==> src/design/ov_capture_pkg.sv <==
`default_nettype none

package ov_capture_pkg;

    // capture setup, held steady while capture_on is high
    typedef struct packed {
        logic [31:0] base_addr; // ring start, byte address
        logic [31:0] store_num; // ring size in bytes
        logic [15:0] width;     // pixels per line, 2 bytes each
        logic [15:0] height;    // lines per frame
    } cap_cfg_t;

    typedef enum logic [1:0] {
        burst_fixed = 2'b00,
        burst_incr  = 2'b01,
        burst_wrap  = 2'b10
    } burst_e;

    typedef enum logic [1:0] {
        st_idle = 2'b00,
        st_addr = 2'b01,
        st_data = 2'b10,
        st_resp = 2'b11
    } wr_state_e;

    typedef logic [31:0] fifo_word_t; // four bytes, first in lane 0

    typedef struct packed {
        logic [1:0]  id;
        logic [31:0] addr;
        logic [7:0]  len;
        burst_e      burst;
    } axi_aw_t;

    typedef struct packed {
        logic [31:0] data;
        logic [3:0]  strb;
        logic        last;
    } axi_w_t;

    typedef struct packed {
        logic [1:0] id;
        logic [1:0] resp;
    } axi_b_t;

endpackage

`default_nettype wire

==> src/design/ov_axi_write_master.sv <==
`timescale 1ns/1ps
`default_nettype none

module ov_axi_write_master import ov_capture_pkg::*; #(
    parameter int burst_beats = 256
) (
    input  logic       clk,
    input  logic       ov_rstn_sync,
    input  logic       capture_on,
    input  cap_cfg_t   cfg,
    input  logic       burst_avail,
    output logic       rd_en,
    input  fifo_word_t rd_data,
    output axi_aw_t    aw,
    output logic       aw_valid,
    input  logic       aw_ready,
    output axi_w_t     w,
    output logic       w_valid,
    input  logic       w_ready,
    input  axi_b_t     b,
    input  logic       b_valid,
    output logic       b_ready
);

    localparam int          beat_w      = (burst_beats > 1) ? $clog2(burst_beats) : 1;
    localparam logic [31:0] burst_bytes = 32'(burst_beats * 4);

    wr_state_e          state;
    logic [beat_w-1:0]  beat_cnt;
    logic [31:0]        addr_q;
    logic [31:0]        ring_base, ring_end;
    logic               armed; // addr_q valid for this capture run
    logic               w_hs, b_hs, beat_last;

    assign w_hs      = w_valid & w_ready;
    assign b_hs      = b_valid & b_ready;
    assign beat_last = (beat_cnt == beat_w'(burst_beats - 1));

    always_ff @(posedge clk or negedge ov_rstn_sync) begin
        if (!ov_rstn_sync) begin
            state <= st_idle;
        end else begin
            case (state)
                st_idle: if (burst_avail) state <= st_addr;
                st_addr: if (aw_valid && aw_ready) state <= st_data;
                st_data: if (w_hs && beat_last) state <= st_resp;
                st_resp: if (b_hs) state <= st_idle;
                default: state <= st_idle;
            endcase
        end
    end

    always_ff @(posedge clk or negedge ov_rstn_sync) begin
        if (!ov_rstn_sync) begin
            beat_cnt <= '0;
        end else if (state == st_idle) begin
            beat_cnt <= '0;
        end else if (w_hs) begin
            beat_cnt <= beat_cnt + 1'b1;
        end
    end

    // ring address, moves on at the write response
    always_ff @(posedge clk or negedge ov_rstn_sync) begin
        if (!ov_rstn_sync) begin
            addr_q    <= '0;
            ring_base <= '0;
            ring_end  <= '0;
            armed     <= 1'b0;
        end else if (state == st_idle) begin
            if (!capture_on) begin
                addr_q <= cfg.base_addr;
                armed  <= 1'b0;
            end else if (burst_avail) begin
                ring_base <= cfg.base_addr;
                ring_end  <= cfg.base_addr + cfg.store_num;
                armed     <= 1'b1;
                if (!armed) addr_q <= cfg.base_addr;
            end
        end else if (b_hs) begin
            if (addr_q + (burst_bytes << 1) <= ring_end) begin
                addr_q <= addr_q + burst_bytes;
            end else begin
                addr_q <= ring_base;
            end
        end
    end

    assign aw_valid = (state == st_addr);
    assign aw.id    = 2'd0;
    assign aw.addr  = addr_q;
    assign aw.len   = 8'(burst_beats - 1);
    assign aw.burst = burst_incr;

    assign w_valid = (state == st_data);
    assign w.data  = rd_data; // FIFO head
    assign w.strb  = 4'hf;
    assign w.last  = w_valid & beat_last;

    // response id and status are not acted on
    assign b_ready = (state == st_resp);
    assign rd_en   = w_hs;

endmodule

`default_nettype wire

==> config.mk <==
export PLATFORM = sky130hd
export DESIGN_NAME = ov_axi_write_master
export DESIGN_NICKNAME = d
export VERILOG_FILES = /design/src/design/ov_capture_pkg.sv /design/src/design/ov_axi_write_master.sv
export SDC_FILE = /design/constraint.sdc
export NUM_CORES = 1
export LEC_CHECK = 0
export BUFFER_PORTS_ARGS = -buffer_cell sky130_fd_sc_hd__buf_2
export CAP_MARGIN = 5
export CORE_AREA = 3 3 140 142
export CTS_BUF_LIST = sky130_fd_sc_hd__clkbuf_16
export CTS_CLUSTER_DIAMETER = 120
export DETAILED_ROUTE_END_ITERATION = 8
export DIE_AREA = 0 0 143 145
export PLACE_DENSITY = 0.78
export SLEW_MARGIN = 15
export SYNTH_ARGS = -nofsm -noshare
export SYNTH_HDL_FRONTEND = slang
export SYNTH_SLANG_ARGS = --single-unit
==> constraint.sdc <==
create_clock -name clk -period 9.95 [get_ports clk]
set_clock_uncertainty 0.1 [all_clocks]
set_input_delay 0.995 -clock clk [delete_from_list [all_inputs] [get_ports clk]]
set_output_delay 0.995 -clock clk [all_outputs]
set_load 0.03 [all_outputs]
==> flow_summary_export.csv <==
group,metric,value,unit
outcome,status,"finished, final reports clean",
die,die_x,143,um
timing,slew_headroom,29.6,%
pwr,p_leak,4.45,nW
pwr,seq_power_share,30.9,%
worst_setup_path,cpPeakStageDelay,590,ps
synth,seq_area_frac_synth,32.5,%
clock_tree,cts-htree-levels,3,
synth,synth-compound-area-share,17.5,%
worst_setup_path,cp-end-kind,"flip-flop",
global_routing,grt_pass1_wl,34600,um
synth,async_flop_share,100,%
worst_setup_path,crit_buf_inv,1,
worst_setup_path,critPathRequiredTime,10130,ps
synth,synthFlopType,"dfrtp_1",
worst_setup_path,cp_max_fo,25,
finish,drive_gt1_share,13.8,%
worst_setup_path,r2r-start,"addr_q[21]$_DFFE_PN0P_",
global_routing,antenna_found_initial,1,
drt,drtIter0Drc,508,
worst_setup_path,regToRegSetupSlack,5130,ps
worst_setup_path,path_cells,"and4_1, nand3_1, or2_1, nor2_1, nand2_1, xnor2_1, ha_1, nand4_1, nor4_1, o41ai_1, a22oi_2, buf_4, mux2_2, a21oi_1",
timing,timing.final.hold_violations,0,
synth,syn_area,8230,um^2
synth,synth_top_family_by_area,"compound AO/OA/AOI/OAI gates",
clock_tree,clock_sinks,107,
synth,ys_ff_latch,107,
synth,synthMuxAreaShare,4.17,%
clock_tree,clk_pin_slew,70,ps
drt,wl_met2,9410,um
pwr,intPower,0.00145,W
timing,tightest_slew,1060,ps
global_routing,grt_remaining_overflow,0,
drt,drt_first_pass_iters,5,
die,io_pins,224,
die,die_h,145,um
clock_tree,cts_resized,0,
synth,synthCells,973,
finish,nNetsFinal,1225,
drt,met3WireLength,1670,um
pwr,ir_drop,0.130,mV
placed_design,dpl.hpwl,15800,um
worst_setup_path,reg2reg_to,"addr_q[0]$_DFFE_PN0P_",
hold_path,hold_path_class,"flip-flop to flip-flop",
synth,yosysWarnings,0,
drt,drc,0,
clock_tree,cts_hold_buffers,0,
worst_setup_path,cp_top_family,"simple AND/OR/NAND/NOR gates",
synth,synth_fa_ha_area_share,11.0,%
finish,layout_common_cells,"nand2_1 (142), dfrtp_1 (107), buf_2 (106)",
pwr,p_sw,0.00125,W
drt,maxUsedRoutingLayer,"met4",
flow_run,max-cap-violations,0,
pwr,netSwitchingFraction,46.2,%
die,floorplan.initialDensity,44.3,%
clock_tree,clock_latency,360,ps
placed_design,portBuffers,107,
drt,viasPerCell,5.55,
hold_path,min_from,"ring_base[8]$_DFFE_PN0P_",
hold_path,holdPathEnd,"ring_base[8]$_DFFE_PN0P_",
synth,synth_simple_gate_area_share,17.5,%
timing,fin_setup_tns,0,ps
die,num_rows,50,
finish,antenna_cells,0,
placed_design,gp_congestion,0.921,
finish,area_delta_synth_final,8.47,%
clock_tree,cts.path.max_buffers,2,
drt,vias,6950,
die,die_area,20700,um^2
timing,fin_crit,4820,ps
clock_tree,cts_root_buf,"clkbuf_16",
timing,setup-violations-final,0,
drt,ant_nets,0,
pwr,combPwrFrac,54.8,%
hold_path,holdPathStages,2,
worst_setup_path,cpMaxStageDelayCell,"nor4_1",
synth,synth-edff-count,0,
synth,postSynthAreaPerCell,8.45,um^2
timing,drv_slew,0,
synth,synth_cell_type_count,55,
drt,wl_per_cell,16.9,um
timing,rsz0062_at_grt,"no",
pwr,p_clk_share,14.4,%
worst_setup_path,worstSetupStartpointType,"flip-flop",
worst_setup_path,arrival,5000,ps
timing,fin_crit_sh,48.4,%
global_routing,grt_max_degree,107,
timing,max_clock_freq,208,MHz
finish,final_common_cell,"nand2_1",
drt,wirelength_met1,9470,um
clock_tree,cts_tree,"done",
drt,wl,21100,um
clock_tree,postCtsSetupBuffers,0,
clock_tree,cts_buffers,9,
worst_setup_path,worst-r2r-cell-count,14,
finish,final_util,48.0,%
die,core_area,18600,um^2
global_routing,grt_pass1_vias,6874,
pwr,powerDensity,303,nW/um^2
worst_setup_path,crit_type,"flip-flop to flip-flop",
synth,synth-xor-area-share,7.56,%
global_routing,grt_usage,20.6,%
==> worst min-delay path, delay by kind of cell, from the launching register on <==
kind | cells | cell delay, ps
AOI/OAI and AO/OA | 1 | 60
DFF | 1 | 330
and+or+nand+nor | 1 | 50
==> kinds of logic (layout without fill, tap and decap cells) <==
group | count (synthesis) | in the layout
compound gates | 222 | 222
xor+xnor | 71 | 71
fa+ha+maj | 72 | 72
buf+inv | 157 | 189
flops | 107 | 107
mux | 34 | 34
other cells | 2 | 16
simple gates | 308 | 308
==> layer usage <==
layer,vias up,GRT usage (%)
met1,3261,29.0
met4,0,8.22
met3,41,4.22
met2,233,31.0
met5,-,0
li1,3415,-
==> Yosys cell counts (29+ instances only) <==
| cell type | n | area [um^2] |
|---|---|---|
| clkbuf_1 | 41 | 154 |
| nand2_1 | 142 | 533 |
| xnor2_1 | 43 | 377 |
| inv_1 | 61 | 229 |
| o21ai_0 | 51 | 255 |
| a21o_1 | 40 | 300 |
| nand4_1 | 29 | 181 |
| nor2_1 | 41 | 154 |
| a21oi_1 | 58 | 290 |
| mux2i_1 | 32 | 320 |
| ha_1 | 71 | 888 |
| dfrtp_1 | 107 | 2680 |
| buf_4 | 49 | 368 |
==> cell type report <==
cell class	count	area, um^2
multi-input cells	723	4830
well taps	234	293
clock buffers	9	225
flip-flops and latches	107	2680
clock inverters	7	92.6
fillers	1726	9660
inverters	61	229
repair buffers	112	576
==> metrics by stage <==
stage	total power (W)	cell area (um^2)	setup WS (ps)	cells	hold WS, ps
after global routing	0.00293	8920	4820	1253	407
after global placement	0.00226	8610	5240	1237	353
after CTS	0.00270	8920	5150	1253	377
after detailed placement	0.00231	8610	5170	1237	361
final	0.00270	8920	5130	1253	373
after floorplan	0.00198	8280	6150	987	337
==> registers in the layout, indices dropped and copies added (netlist names) <==
name	cells
armed	1
addr_q	32
beat_cnt	8
ring_base	32
ring_end	32
state	2
==> power groups by stage <==
stage	logic, W	clock network [W]	registers, W
after floorplan	0.00110	0	0.000882
after global placement	0.00143	0	0.000826
after detailed placement	0.00147	0	0.000833
after CTS	0.00148	0.000394	0.000829
after global routing	0.00166	0.000411	0.000862
final	0.00148	0.000389	0.000834
==> worst max-delay path by stage <==
stage	from	slack, ps	to	cells past startpoint
after floorplan	addr_q[21]$_DFFE_PN0P_	6150	addr_q[9]$_DFFE_PN0P_	15
after global placement	addr_q[21]$_DFFE_PN0P_	5240	addr_q[0]$_DFFE_PN0P_	14
after detailed placement	addr_q[21]$_DFFE_PN0P_	5170	addr_q[0]$_DFFE_PN0P_	14
after CTS	addr_q[21]$_DFFE_PN0P_	5150	addr_q[0]$_DFFE_PN0P_	14
after global routing	addr_q[11]$_DFFE_PN0P_	4820	addr_q[0]$_DFFE_PN0P_	14
final	addr_q[21]$_DFFE_PN0P_	5130	addr_q[0]$_DFFE_PN0P_	14
Power figures use the tool's default switching activity.
