File: config.mk
export PLATFORM = sky130hd
export DESIGN_NAME = ov_pixel_capture
export DESIGN_NICKNAME = d
export VERILOG_FILES = /design/src/design/ov_capture_pkg.sv /design/src/design/ov_pixel_capture.sv
export SDC_FILE = /design/constraint.sdc
export NUM_CORES = 1
export LEC_CHECK = 0
export BUFFER_PORTS_ARGS = -buffer_cell sky130_fd_sc_hd__buf_2
export CAP_MARGIN = 10
export CORE_MARGIN = 8
export CORE_UTILIZATION = 48
export DETAILED_ROUTE_END_ITERATION = 10
export GPL_ROUTABILITY_DRIVEN = 0
export GPL_TIMING_DRIVEN = 1
export HOLD_SLACK_MARGIN = 0.03
export PLACE_DENSITY_LB_ADDON = 0.08
export SLEW_MARGIN = 20
export SYNTH_ARGS = -nofsm -noshare
export SYNTH_HDL_FRONTEND = slang
export SYNTH_SLANG_ARGS = --single-unit
File: constraint.sdc
create_clock -name pclk -period 2.9 [get_ports pclk]
set_input_delay 0.725 -clock pclk [delete_from_list [all_inputs] [get_ports pclk]]
set_output_delay 0.725 -clock pclk [all_outputs]
set_load 0.02 [all_outputs]
File: src/design/ov_capture_pkg.sv
`default_nettype none

package ov_capture_pkg;

    // capture setup, held steady while capture_on is high
    typedef struct packed {
        logic [31:0] base_addr; // ring start, byte address
        logic [31:0] store_num; // ring size in bytes
        logic [15:0] width;     // pixels per line, 2 bytes each
        logic [15:0] height;    // lines per frame
    } cap_cfg_t;

    typedef enum logic [1:0] {
        burst_fixed = 2'b00,
        burst_incr  = 2'b01,
        burst_wrap  = 2'b10
    } burst_e;

    typedef enum logic [1:0] {
        st_idle = 2'b00,
        st_addr = 2'b01,
        st_data = 2'b10,
        st_resp = 2'b11
    } wr_state_e;

    typedef logic [31:0] fifo_word_t; // four bytes, first in lane 0

    typedef struct packed {
        logic [1:0]  id;
        logic [31:0] addr;
        logic [7:0]  len;
        burst_e      burst;
    } axi_aw_t;

    typedef struct packed {
        logic [31:0] data;
        logic [3:0]  strb;
        logic        last;
    } axi_w_t;

    typedef struct packed {
        logic [1:0] id;
        logic [1:0] resp;
    } axi_b_t;

endpackage

`default_nettype wire

File: src/design/ov_pixel_capture.sv
`timescale 1ns/1ps
`default_nettype none

module ov_pixel_capture import ov_capture_pkg::*; (
    input  logic       pclk,
    input  logic       cam_rstn_sync,
    input  logic       vsync,
    input  logic       href,
    input  logic [7:0] data,
    input  logic       capture_on,
    input  cap_cfg_t   cfg,
    output logic       wr_en,
    output fifo_word_t wr_data
);

    logic        vsync_q, vsync_d;
    logic        href_q, href_d;
    logic [7:0]  data_q;
    logic        cap_meta, cap_sync; // capture_on seen in pclk
    logic        frame_on;
    logic [15:0] crop_w, crop_h;
    logic [16:0] byte_cnt;
    logic [15:0] line_cnt;
    logic [1:0]  pack_cnt;
    logic [23:0] pack_sr;
    logic        frame_start, line_end, keep;

    always_ff @(posedge pclk or negedge cam_rstn_sync) begin
        if (!cam_rstn_sync) begin
            vsync_q  <= 1'b1;
            vsync_d  <= 1'b1;
            href_q   <= 1'b0;
            href_d   <= 1'b0;
            cap_meta <= 1'b0;
            cap_sync <= 1'b0;
        end else begin
            vsync_q  <= vsync;
            vsync_d  <= vsync_q;
            href_q   <= href;
            href_d   <= href_q;
            cap_meta <= capture_on;
            cap_sync <= cap_meta;
        end
    end

    always_ff @(posedge pclk) begin
        data_q <= data;
    end

    assign frame_start = vsync_d & ~vsync_q; // falling edge
    assign line_end    = href_d & ~href_q;
    assign keep        = frame_on & href_q & ~vsync_q
                       & (byte_cnt < {crop_w, 1'b0}) & (line_cnt < crop_h);

    always_ff @(posedge pclk or negedge cam_rstn_sync) begin
        if (!cam_rstn_sync) begin
            frame_on <= 1'b0;
            crop_w   <= '0;
            crop_h   <= '0;
            byte_cnt <= '0;
            line_cnt <= '0;
            pack_cnt <= '0;
            wr_en    <= 1'b0;
        end else begin
            wr_en <= 1'b0;
            if (frame_start) begin
                frame_on <= cap_sync;
                crop_w   <= cfg.width;
                crop_h   <= cfg.height;
                line_cnt <= '0;
                byte_cnt <= '0;
                pack_cnt <= '0; // partial word of last frame dropped
            end else begin
                if (href_q) begin
                    byte_cnt <= byte_cnt + 17'd1;
                end else begin
                    byte_cnt <= '0;
                end
                if (line_end && line_cnt != 16'hffff) begin
                    line_cnt <= line_cnt + 16'd1;
                end
                if (keep) begin
                    pack_cnt <= pack_cnt + 2'd1;
                    wr_en    <= (pack_cnt == 2'd3);
                end
            end
        end
    end

    // shift right so the first byte lands in the low lane
    always_ff @(posedge pclk) begin
        if (keep) begin
            pack_sr <= {data_q, pack_sr[23:8]};
            if (pack_cnt == 2'd3) begin
                wr_data <= {data_q, pack_sr};
            end
        end
    end

endmodule

`default_nettype wire

==> metrics.yaml, run 1 <==
outcome:
  status: "finished, final reports clean"
power:
  combinationalPowerShare_pct: 6.1
  p_clk_share_pct: 46.5
  switchingPower_uw: 989
  switching_share_pct: 21.5
  powerDensity_mw_per_mm2: 674
  p_total_uw: 4610
  vdd_drop_max_mv: 0.420
  pwr-share-seq_pct: 47.4
  p_leak_uw: 0.00299
  p_int_uw: 3620
synth:
  ys.warnings.count: 0
  synth-async-reset-ratio_pct: 54.0
  yosys_register_bits: 139
  synth_area_per_cell_um2: 12.2
  syn-num-nets: 607
  netlist_area_mm2: 0.00566
  synth-edff-count: 56
  ys_seq_area_share_pct: 65.8
  yosysTopAreaCellShare_pct: 32.3
  yosys.area.top_type: "dfrtp_1"
  ys_types: 45
  synthCells: 465
  synth-main-ff-cell: "dfrtp_1"
  synth_area_leaders: "dfrtp_1 (32%), edfxtp_1 (30%), ha_1 (7.3%), nand2_1 (4.1%), o21ai_0 (3.5%)"
die:
  initial_utilization_pct: 49.3
  coreArea_mm2: 0.0115
  die_area_mm2: 0.0155
  chipHeight_um: 125
  io-pin-count: 142
  die_w_um: 125
  rows: 39
cts:
  tritoncts: "done"
  cts.repair.resized: 0
  clkSlewWorstSetupHoldPaths_ns: 0.06
  root_buffer: "clkbuf_16"
  ctsHoldBuffers: 0
  cts.path.max_buffers: 2
  cts_setup_buffers: 0
  htree_levels: 4
  cts_sinks: 139
  worstSkewPairLatency_ns: 0.41
  cts_buffers: 17
critical_path:
  crit_path_top_delay_cell: "or4_4"
  ff2ff_path_depth: 7
  cp-startpoint: "byte_cnt[12]$_DFF_PN0_"
  worst-path-max-fanout: 33
  arrival_ns: 3.06
  crit_required_ns: 3.20
  worstPathCellList: "ha_1 -> and4_1 -> or3b_1 -> or4_4 -> o2111a_1 -> and3_4 -> and2_4"
  reg2reg_slack_ns: 0.14
  critPathBufInv: 0
  crit_path_start_kind: "register"
  reg2reg_to: "wr_en$_DFF_PN0_"
  max_stage_delay_ns: 0.56
  rr_startpoint: "byte_cnt[12]$_DFF_PN0_"
  crit_family: "simple AND/OR/NAND/NOR gates"
  cp-end-kind: "register"
  path_class: "reg2reg"
sta:
  grt_setup_unrepaired: "no"
  finalCriticalPeriod_ns: 2.76
  fin_setup_tns_ns: 0
  fin_skew_ns: 0.00498
  period_share_pct: 95.2
  fin_hold_ws_ns: 0.347
  max_freq_mhz: 362
  final_hold_viol_count: 0
  relSlewSlack_pct: 57.6
  finalSetupViolCount: 0
  worst_pin_slew_ns: 0.632
  slew_viol_final: 0
route:
  route.detailed.drc: 0
  num_vias: 3594
  antenna_left: 0
  wire_per_inst_um: 14.6
  firstDrtPassIters: 4
  drt-initial-drc-count: 253
  totalWireLength_mm: 10.4
  avgViaCountPerCell: 5.05
worst_hold_path:
  worstHoldPathType: "in2async"
placement:
  port_buffers: 77
  placed_cell_area_mm2: 0.00624
  dp_hpwl_mm: 7.33
global_routing:
  grt_max_degree: 76
  antenna_found_initial: 0
  grt_pass1_vias: 3627
  grt_util_all_layers_pct: 14.3
  grt_pass1_wl_mm: 17.9
  gr-total-overflow: 0
final_layout:
  nets: 698
  diodes: 0
  layout_commonest_cell: "buf_2"
  final_cell_mix: "buf_2 (77), dfrtp_1 (73), nand2_1 (62)"
  utilization_pct: 59.6
  fin_area_mm2: 0.00684
  syn_to_final_growth_pct: 20.9
  drive_above_1_share_pct: 22.0
  nFillCells: 935
run:
  maxCapViolCount: 0
==> cell families after synthesis <==
kind of cell               after synthesis  share of synthesized area [%]
adders and majority gates               33                           7.30
AOI/OAI and AO/OA                       71                           7.39
xor gates and xnor gates                24                           3.72
buffers and inverters                   44                           2.92
muxes                                    1                          0.177
and+or+nand+nor                        153                           12.7
DFF                                    139                           65.8
==> worst max path at each step <==
| stage | to | slack, ns | depth (start not counted) |
|---|---|---|---|
| 6_report | wr_en$_DFF_PN0_ | 0.14 | 7 |
| 5_1_grt | wr_en$_DFF_PN0_ | 0.05 | 7 |
| 4_1_cts | wr_en$_DFF_PN0_ | 0.13 | 7 |
| 3_5_place_dp | wr_en$_DFF_PN0_ | 0.17 | 7 |
| 3_3_place_gp | wr_en$_DFF_PN0_ | 0.19 | 7 |
| 2_1_floorplan | pack_sr[0]$_DFFE_PP_ | 0.27 | 5 |
==> layout make-up <==
| class | count | area, um^2 | share of cell area (%) |
|---|---|---|---|
| tap | 143 | 179 | 2.62 |
| clock inverter | 13 | 150 | 2.20 |
| inverter | 34 | 128 | 1.87 |
| multi-input combinational | 282 | 1780 | 26.1 |
| timing repair buffer | 82 | 435 | 6.37 |
| clock buffer | 19 | 443 | 6.48 |
| sequential | 139 | 3720 | 54.4 |
==> power groups by stage <==
| stage | clock network, uW | registers [uW] | logic (uW) |
|---|---|---|---|
| 2_1_floorplan | 0 | 2210 | 177 |
| 3_3_place_gp | 0 | 2220 | 279 |
| 3_5_place_dp | 0 | 2220 | 286 |
| 4_1_cts | 2180 | 2180 | 289 |
| 5_1_grt | 2270 | 2190 | 331 |
| 6_report | 2140 | 2180 | 282 |
==> metal layers <==
layer	global-route usage [%]	vias up	part of all wire, %
met4	6.38	0	1.9
met3	4.98	16	5.9
met1	18.3	1701	47
met2	21.4	74	45
met5	0	-	0
li1	-	1803	-
==> state kept, by name, indices dropped and copies added (netlist names), 2 cells and up <==
register,count
wr_data,32
pack_cnt,2
crop_h,16
byte_cnt,17
pack_sr,24
line_cnt,16
crop_w,16
data_q,8
==> Yosys cell counts (6+ instances only) <==
cell,number
a21oi_1,16
clkbuf_1,10
dfrtp_1,73
dfxtp_1,8
edfxtp_1,56
ha_1,33
inv_1,34
nand2_1,62
nand3_1,13
nand4_1,6
nor2_1,35
nor3_1,8
o21ai_0,40
or3_1,6
xnor2_1,10
xor2_1,14
==> per-stage QoR <==
stage,worst slack (ns),instances
after floorplan,0.274,465
after global placement,0.186,680
after detailed placement,0.169,680
after CTS,0.127,712
after global routing,0.0457,712
final,0.139,712
No activity file was read; power rests on OpenSTA's default activity.
==> inputs of run 2 (changes only) <==
--- a/config.mk
+++ b/config.mk
@@ -5,6 +5,7 @@
 export SDC_FILE = /design/constraint.sdc
 export NUM_CORES = 1
 export LEC_CHECK = 0
+export ABC_AREA = 1
 export BUFFER_PORTS_ARGS = -buffer_cell sky130_fd_sc_hd__buf_2
 export CAP_MARGIN = 10
 export CORE_MARGIN = 8
==> run 2 against run 1 <==
  * Sequential cell count stayed put
  * Non-clock buffer count up 1
  * Design area rose by 5.2%
  * Setup slack better by 0.43 ns
  * Critical path type unchanged
  * Largest cell class unchanged
  * Largest power group unchanged
==> metrics.yaml, run 2 <==
critical_path:
  crit_required_ns: 2.98
  reg2reg_to: "wr_data[24]$_DFFE_PP_"
  crit_family: "buffers and inverters"
  rr_startpoint: "byte_cnt[12]$_DFF_PN0_"
  critPathBufInv: 2
  ff2ff_path_depth: 8
  crit_path_start_kind: "register"
  worst-path-max-fanout: 32
  reg2reg_slack_ns: 0.57
  cp-end-kind: "register"
  cpMostUsedCell: "nand3_1"
  crit_path_top_delay_cell: "dfrtp_1"
  max_stage_delay_ns: 0.41
  arrival_ns: 2.41
  worstPathCellList: "ha_1 -> a21o_1 -> o21ai_0 -> nand3_1 -> inv_1 -> nand3_1 -> nor2_2 -> buf_4"
  path_class: "reg2reg"
power:
  p_leak_uw: 0.00329
  vdd_drop_max_mv: 0.366
  powerDensity_mw_per_mm2: 627
global_routing:
  antenna_found_initial: 0
  gr-total-overflow: 0
  grt_pass1_vias: 4196
  grt_pass1_wl_mm: 20.0
  grt_use_met3_pct: 4.66
  grtUsageMet2_pct: 23.5
  grt_util_all_layers_pct: 15.6
  grt_max_degree: 76
  top_usage_layer: "met2"
  grtUsageMet1_pct: 20.3
cts:
  root_buffer: "clkbuf_16"
  cts_sinks: 139
  cts.repair.resized: 0
  ctsHoldBuffers: 0
  cts.path.max_buffers: 2
  htree_levels: 4
  cts_buffers: 17
  tritoncts: "done"
  clkSlewWorstSetupHoldPaths_ns: 0.06
  worstSkewPairLatency_ns: 0.42
  cts_setup_buffers: 0
synth:
  yosys_register_bits: 139
  synth-main-ff-cell: "dfrtp_1"
  yosysTopAreaCellShare_pct: 30.3
  syn-num-nets: 731
  synth_area_leaders: "dfrtp_1 (30%), edfxtp_1 (28%), nand2_1 (7.7%), ha_1 (6.9%), inv_1 (5.7%)"
  synthTopCellsByCount: "nand2_1 (123), inv_1 (92), dfrtp_1 (73)"
  yosysMostFrequentCell: "nand2_1"
  ys.warnings.count: 0
  synth_area_per_cell_um2: 10.2
  yosys.area.top_type: "dfrtp_1"
  synthCells: 589
  synth-async-reset-ratio_pct: 54.0
  ys_types: 34
  netlist_area_mm2: 0.00602
  synth-edff-count: 56
  ys_seq_area_share_pct: 61.8
route:
  num_vias: 4165
  antenna_left: 0
  totalWireLength_mm: 11.7
  route.detailed.drc: 0
  avgViaCountPerCell: 4.82
  drt-initial-drc-count: 257
  firstDrtPassIters: 5
  wire_per_inst_um: 13.5
die:
  initial_utilization_pct: 48.5
  io-pin-count: 142
  rows: 41
  die_w_um: 128
  coreArea_mm2: 0.0124
  die_area_mm2: 0.0164
  chipHeight_um: 128
final_layout:
  nets: 822
  diodes: 0
  seqCellArea_mm2: 0.00372
  largest_reg_flops: 32
  syn_to_final_growth_pct: 19.4
  largest-register: "wr_data"
  final_cell_mix: "nand2_1 (123), inv_1 (92), buf_2 (77)"
  largestRegisters: "wr_data (32), pack_sr (24), byte_cnt (17)"
  drive_above_1_share_pct: 19.6
  nFillCells: 1104
  instances_no_fill: 865
  layout_commonest_cell: "nand2_1"
  multi_input_area_mm2: 0.00189
sta:
  finalSetupViolCount: 0
  grt_setup_unrepaired: "no"
  final_hold_viol_count: 0
  worst_pin_slew_ns: 0.616
  relSlewSlack_pct: 58.6
  fin_skew_ns: 0.00597
  finalCriticalPeriod_ns: 2.33
  period_share_pct: 80.5
  max_freq_mhz: 428
  slew_viol_final: 0
  fin_setup_tns_ns: 0
outcome:
  status: "finished, final reports clean"
run:
  maxCapViolCount: 0
placement:
  dp_cells: 833
  port_buffers: 77
  dp_hpwl_mm: 8.31
worst_hold_path:
  worstHoldPathType: "in2async"
[run 2: layer usage]
metal  routed length [um]  vias to the layer above
met4                  228                        0
li1                     -                     2129
met1                 5650                     1929
met3                  609                       21
met2                 5190                       86
met5                    0                        -
[run 2: cell families (layout without fill, tap and decap cells)]
group / count (synthesis) / in the layout / share of synthesized area [%]
adder cells (fa/ha/maj): 33 / 33 / 6.85
AO/OA/AOI/OAI: 80 / 80 / 7.60
XOR/XNOR: 4 / 4 / 0.581
buffers and inverters: 106 / 210 / 6.87
AND/OR/NAND/NOR: 227 / 227 / 16.3
flip-flops: 139 / 139 / 61.8
[run 2: worst max path at each step]
| stage | from | endpoint | slack [ns] | cells past startpoint |
|---|---|---|---|---|
| floorplan | byte_cnt[12]$_DFF_PN0_ | wr_data[0]$_DFFE_PP_ | 0.34 | 7 |
| global placement | byte_cnt[12]$_DFF_PN0_ | wr_data[28]$_DFFE_PP_ | 0.54 | 8 |
| detailed placement | byte_cnt[12]$_DFF_PN0_ | wr_data[24]$_DFFE_PP_ | 0.52 | 8 |
| CTS | byte_cnt[12]$_DFF_PN0_ | wr_data[18]$_DFFE_PP_ | 0.50 | 8 |
| global route | byte_cnt[14]$_DFF_PN0_ | wr_data[23]$_DFFE_PP_ | 0.31 | 11 |
| finish | byte_cnt[12]$_DFF_PN0_ | wr_data[24]$_DFFE_PP_ | 0.57 | 8 |
[run 2: stage by stage]
step / total power, uW / setup slack (ns) / area (um^2) / hold WS (ns) / utilization, %
after floorplan: 2390 / 0.341 / 6030 / 0.331 / -
after global placement: 2500 / 0.540 / 6630 / 0.336 / 53.4
after detailed placement: 2510 / 0.516 / 6630 / 0.338 / 53.4
after CTS: 4570 / 0.504 / 7190 / 0.350 / 58.0
after global routing: 4700 / 0.306 / 7190 / 0.369 / 58.0
final: 4510 / 0.566 / 7190 / 0.339 / 58.0
[run 2: layout make-up]
cell class / count / area share, %
Clock buffer: 17 / 5.91
Inverter: 95 / 4.96
Sequential cell: 139 / 51.7
Tap cell: 172 / 2.99
Timing Repair Buffer: 83 / 6.16
Clock inverter: 15 / 1.97
Multi-Input combinational cell: 344 / 26.3
[run 2: power breakdown]
group | internal (uW) | switching [uW] | leakage, uW | total (uW)
Combinational | 103 | 189 | 0.00147 | 293
Clock | 1190 | 851 | 0.000268 | 2040
Sequential | 2140 | 35.0 | 0.00155 | 2170
==> inputs of run 3 (changes only) <==
==> constraint.sdc (replaced) <==
create_clock -name pclk -period 2.05 [get_ports pclk]
set_input_delay 0.5125 -clock pclk [delete_from_list [all_inputs] [get_ports pclk]]
set_output_delay 0.5125 -clock pclk [all_outputs]
set_load 0.02 [all_outputs]
==> run 3 against run 2 <==
  * Clock-buffer cell count stayed put
  * Clock power grew 48%
  * Sequential power rose by 41%
  * Die area is the same
  * Via count is 3.5% higher
  * Maximum frequency increased by 15%
  * Power rose by 45%
  * First-iteration DRC count decreased by 35%
  * Critical endpoint is now wr_data[3]$_DFFE_PP_
==> metrics.yaml, run 3 (synthesized netlist as in run 2, its figures left out) <==
final_layout:
  fin_area_mm2: 0.00768
  final_cell_mix: "nand2_1 (120), inv_1 (85), buf_2 (77)"
  drive_above_1_share_pct: 26.6
  largest-register: "wr_data"
  largest_reg_flops: 32
  diodes: 0
  seqCellArea_mm2: 0.00372
  layout_commonest_cell: "nand2_1"
  multi_input_area_mm2: 0.00198
  utilization_pct: 61.8
  nets: 859
  syn_to_final_growth_pct: 27.4
  nFillCells: 1042
  largestRegisters: "wr_data (32), pack_sr (24), byte_cnt (17)"
cts:
  tritoncts: "done"
  cts_sinks: 139
  cts.path.max_buffers: 2
  htree_levels: 4
  clkSlewWorstSetupHoldPaths_ns: 0.07
  cts_buffers: 17
  worstSkewPairLatency_ns: 0.43
  ctsHoldBuffers: 0
  root_buffer: "clkbuf_16"
sta:
  finalCriticalPeriod_ns: 2.03
  relSlewSlack_pct: 63.5
  finalSetupViolCount: 0
  final_hold_viol_count: 0
  slew_viol_final: 0
  setup_ws_ns: 0.0219
  grt_setup_unrepaired: "yes"
  max_freq_mhz: 493
  worst_pin_slew_ns: 0.547
  period_share_pct: 98.9
  fin_skew_ns: 0.0126
worst_hold_path:
  worstHoldPathType: "in2async"
route:
  drt-initial-drc-count: 167
  firstDrtPassIters: 4
  avgViaCountPerCell: 4.78
  totalWireLength_mm: 12.1
  num_vias: 4312
  antenna_left: 0
  wire_per_inst_um: 13.4
  route.detailed.drc: 0
die:
  chipHeight_um: 128
  rows: 41
  initial_utilization_pct: 48.5
  die_w_um: 128
  coreArea_mm2: 0.0124
  io-pin-count: 142
  die_area_mm2: 0.0164
global_routing:
  grt_pass1_vias: 4473
  grt_max_degree: 57
  gr-total-overflow: 0
  grt_pass1_wl_mm: 20.4
  grt_util_all_layers_pct: 16.0
  antenna_found_initial: 0
critical_path:
  path_class: "reg2reg"
  crit_path_start_kind: "register"
  arrival_ns: 2.17
  cp-end-kind: "register"
  worst-path-max-fanout: 8
  crit_required_ns: 2.20
  max_stage_delay_ns: 0.33
  ff2ff_path_depth: 10
  cp-startpoint: "crop_w[11]$_DFFE_PN0P_"
  reg2reg_to: "wr_data[3]$_DFFE_PP_"
  crit_family: "buffers and inverters"
  worstPathCellList: "inv_1 -> ha_1 -> a21o_1 -> o21ai_2 -> nand3_2 -> inv_2 -> nand3_4 -> nor2_4 -> buf_12 -> clkbuf_16"
  critPathBufInv: 4
  crit_path_top_delay_cell: "dfrtp_1"
  rr_startpoint: "crop_w[11]$_DFFE_PN0P_"
  reg2reg_slack_ns: 0.02
placement:
  dp_hpwl_mm: 8.58
  port_buffers: 77
  dp_slack_ns: -0.0417
  placed_cell_area_mm2: 0.00690
outcome:
  status: "finished, final reports clean"
power:
  p_leak_uw: 0.00353
  vdd_drop_max_mv: 0.494
  p_total_uw: 6540
  powerDensity_mw_per_mm2: 852
run:
  maxCapViolCount: 0
==> run 3: cell count changes in the layout (fill, tap and decap cells not counted), sizes merged <==
cell,delta
buf,+36
clkbuf,+1
clkinv,-3
clkinvlp,-2
inv,+5
==> run 3: worst max-delay path by stage <==
| stage | end | slack, ns | cells after the start |
|---|---|---|---|
| after global routing | wr_data[22]$_DFFE_PP_ | -0.08 | 12 |
| after global placement | wr_data[0]$_DFFE_PP_ | -0.03 | 8 |
| after detailed placement | wr_data[0]$_DFFE_PP_ | -0.04 | 9 |
| after CTS | wr_data[17]$_DFFE_PP_ | 0.001 | 13 |
| after floorplan | wr_data[0]$_DFFE_PP_ | -0.11 | 8 |
| final | wr_data[3]$_DFFE_PP_ | 0.02 | 10 |
==> run 3: where the power goes <==
part / switching (uW) / internal, uW / leakage, uW / total [uW]
Sequential: 49.6 / 3020 / 0.00155 / 3070
Combinational: 287 / 177 / 0.00169 / 463
Clock: 1290 / 1720 / 0.000285 / 3010
==> run 3: what timing repair did <==
action	CTS	global route
gates resized for setup	9	11
buffers inserted	2	4
endpoints found under the hold margin	0	0
cloned	2	1
endpoints found under the setup margin	32	53
pin swaps	2	6
==> run 3: layout make-up <==
type / count / share of cell area (%)
clock inverters: 15 / 1.99
clock buffers: 17 / 5.54
multi-input cells: 344 / 25.8
inverters: 95 / 4.64
repair buffers: 120 / 10.8
well taps: 172 / 2.80
flip-flops and latches: 139 / 48.5
==> run 3: routing by layer <==
layer / track usage (%) / wire length (um)
met2: 25.8 / 5790
met1: 18.8 / 5430
met5: 0 / 0
met4: 7.97 / 184
met3: 5.45 / 703
==> run 3: per-stage QoR <==
step | hold slack [ns] | setup TNS (ns) | std cells
global route | 0.0992 | -2.25 | 902
finish | 0.0684 | 0 | 902
CTS | 0.0671 | 0 | 897
detailed placement | 0.341 | -1.31 | 861
global placement | 0.335 | -1.02 | 861
floorplan | 0.217 | -5.26 | 589
==> run 3: worst reg2reg max path, delay by kind of cell, from the launching register on <==
family / cells / cell delay, ns
AO/OA/AOI/OAI: 2 / 0.35
adder cells (fa/ha/maj): 1 / 0.30
buffers and inverters: 4 / 0.42
flip-flops: 1 / 0.33
AND/OR/NAND/NOR: 3 / 0.36
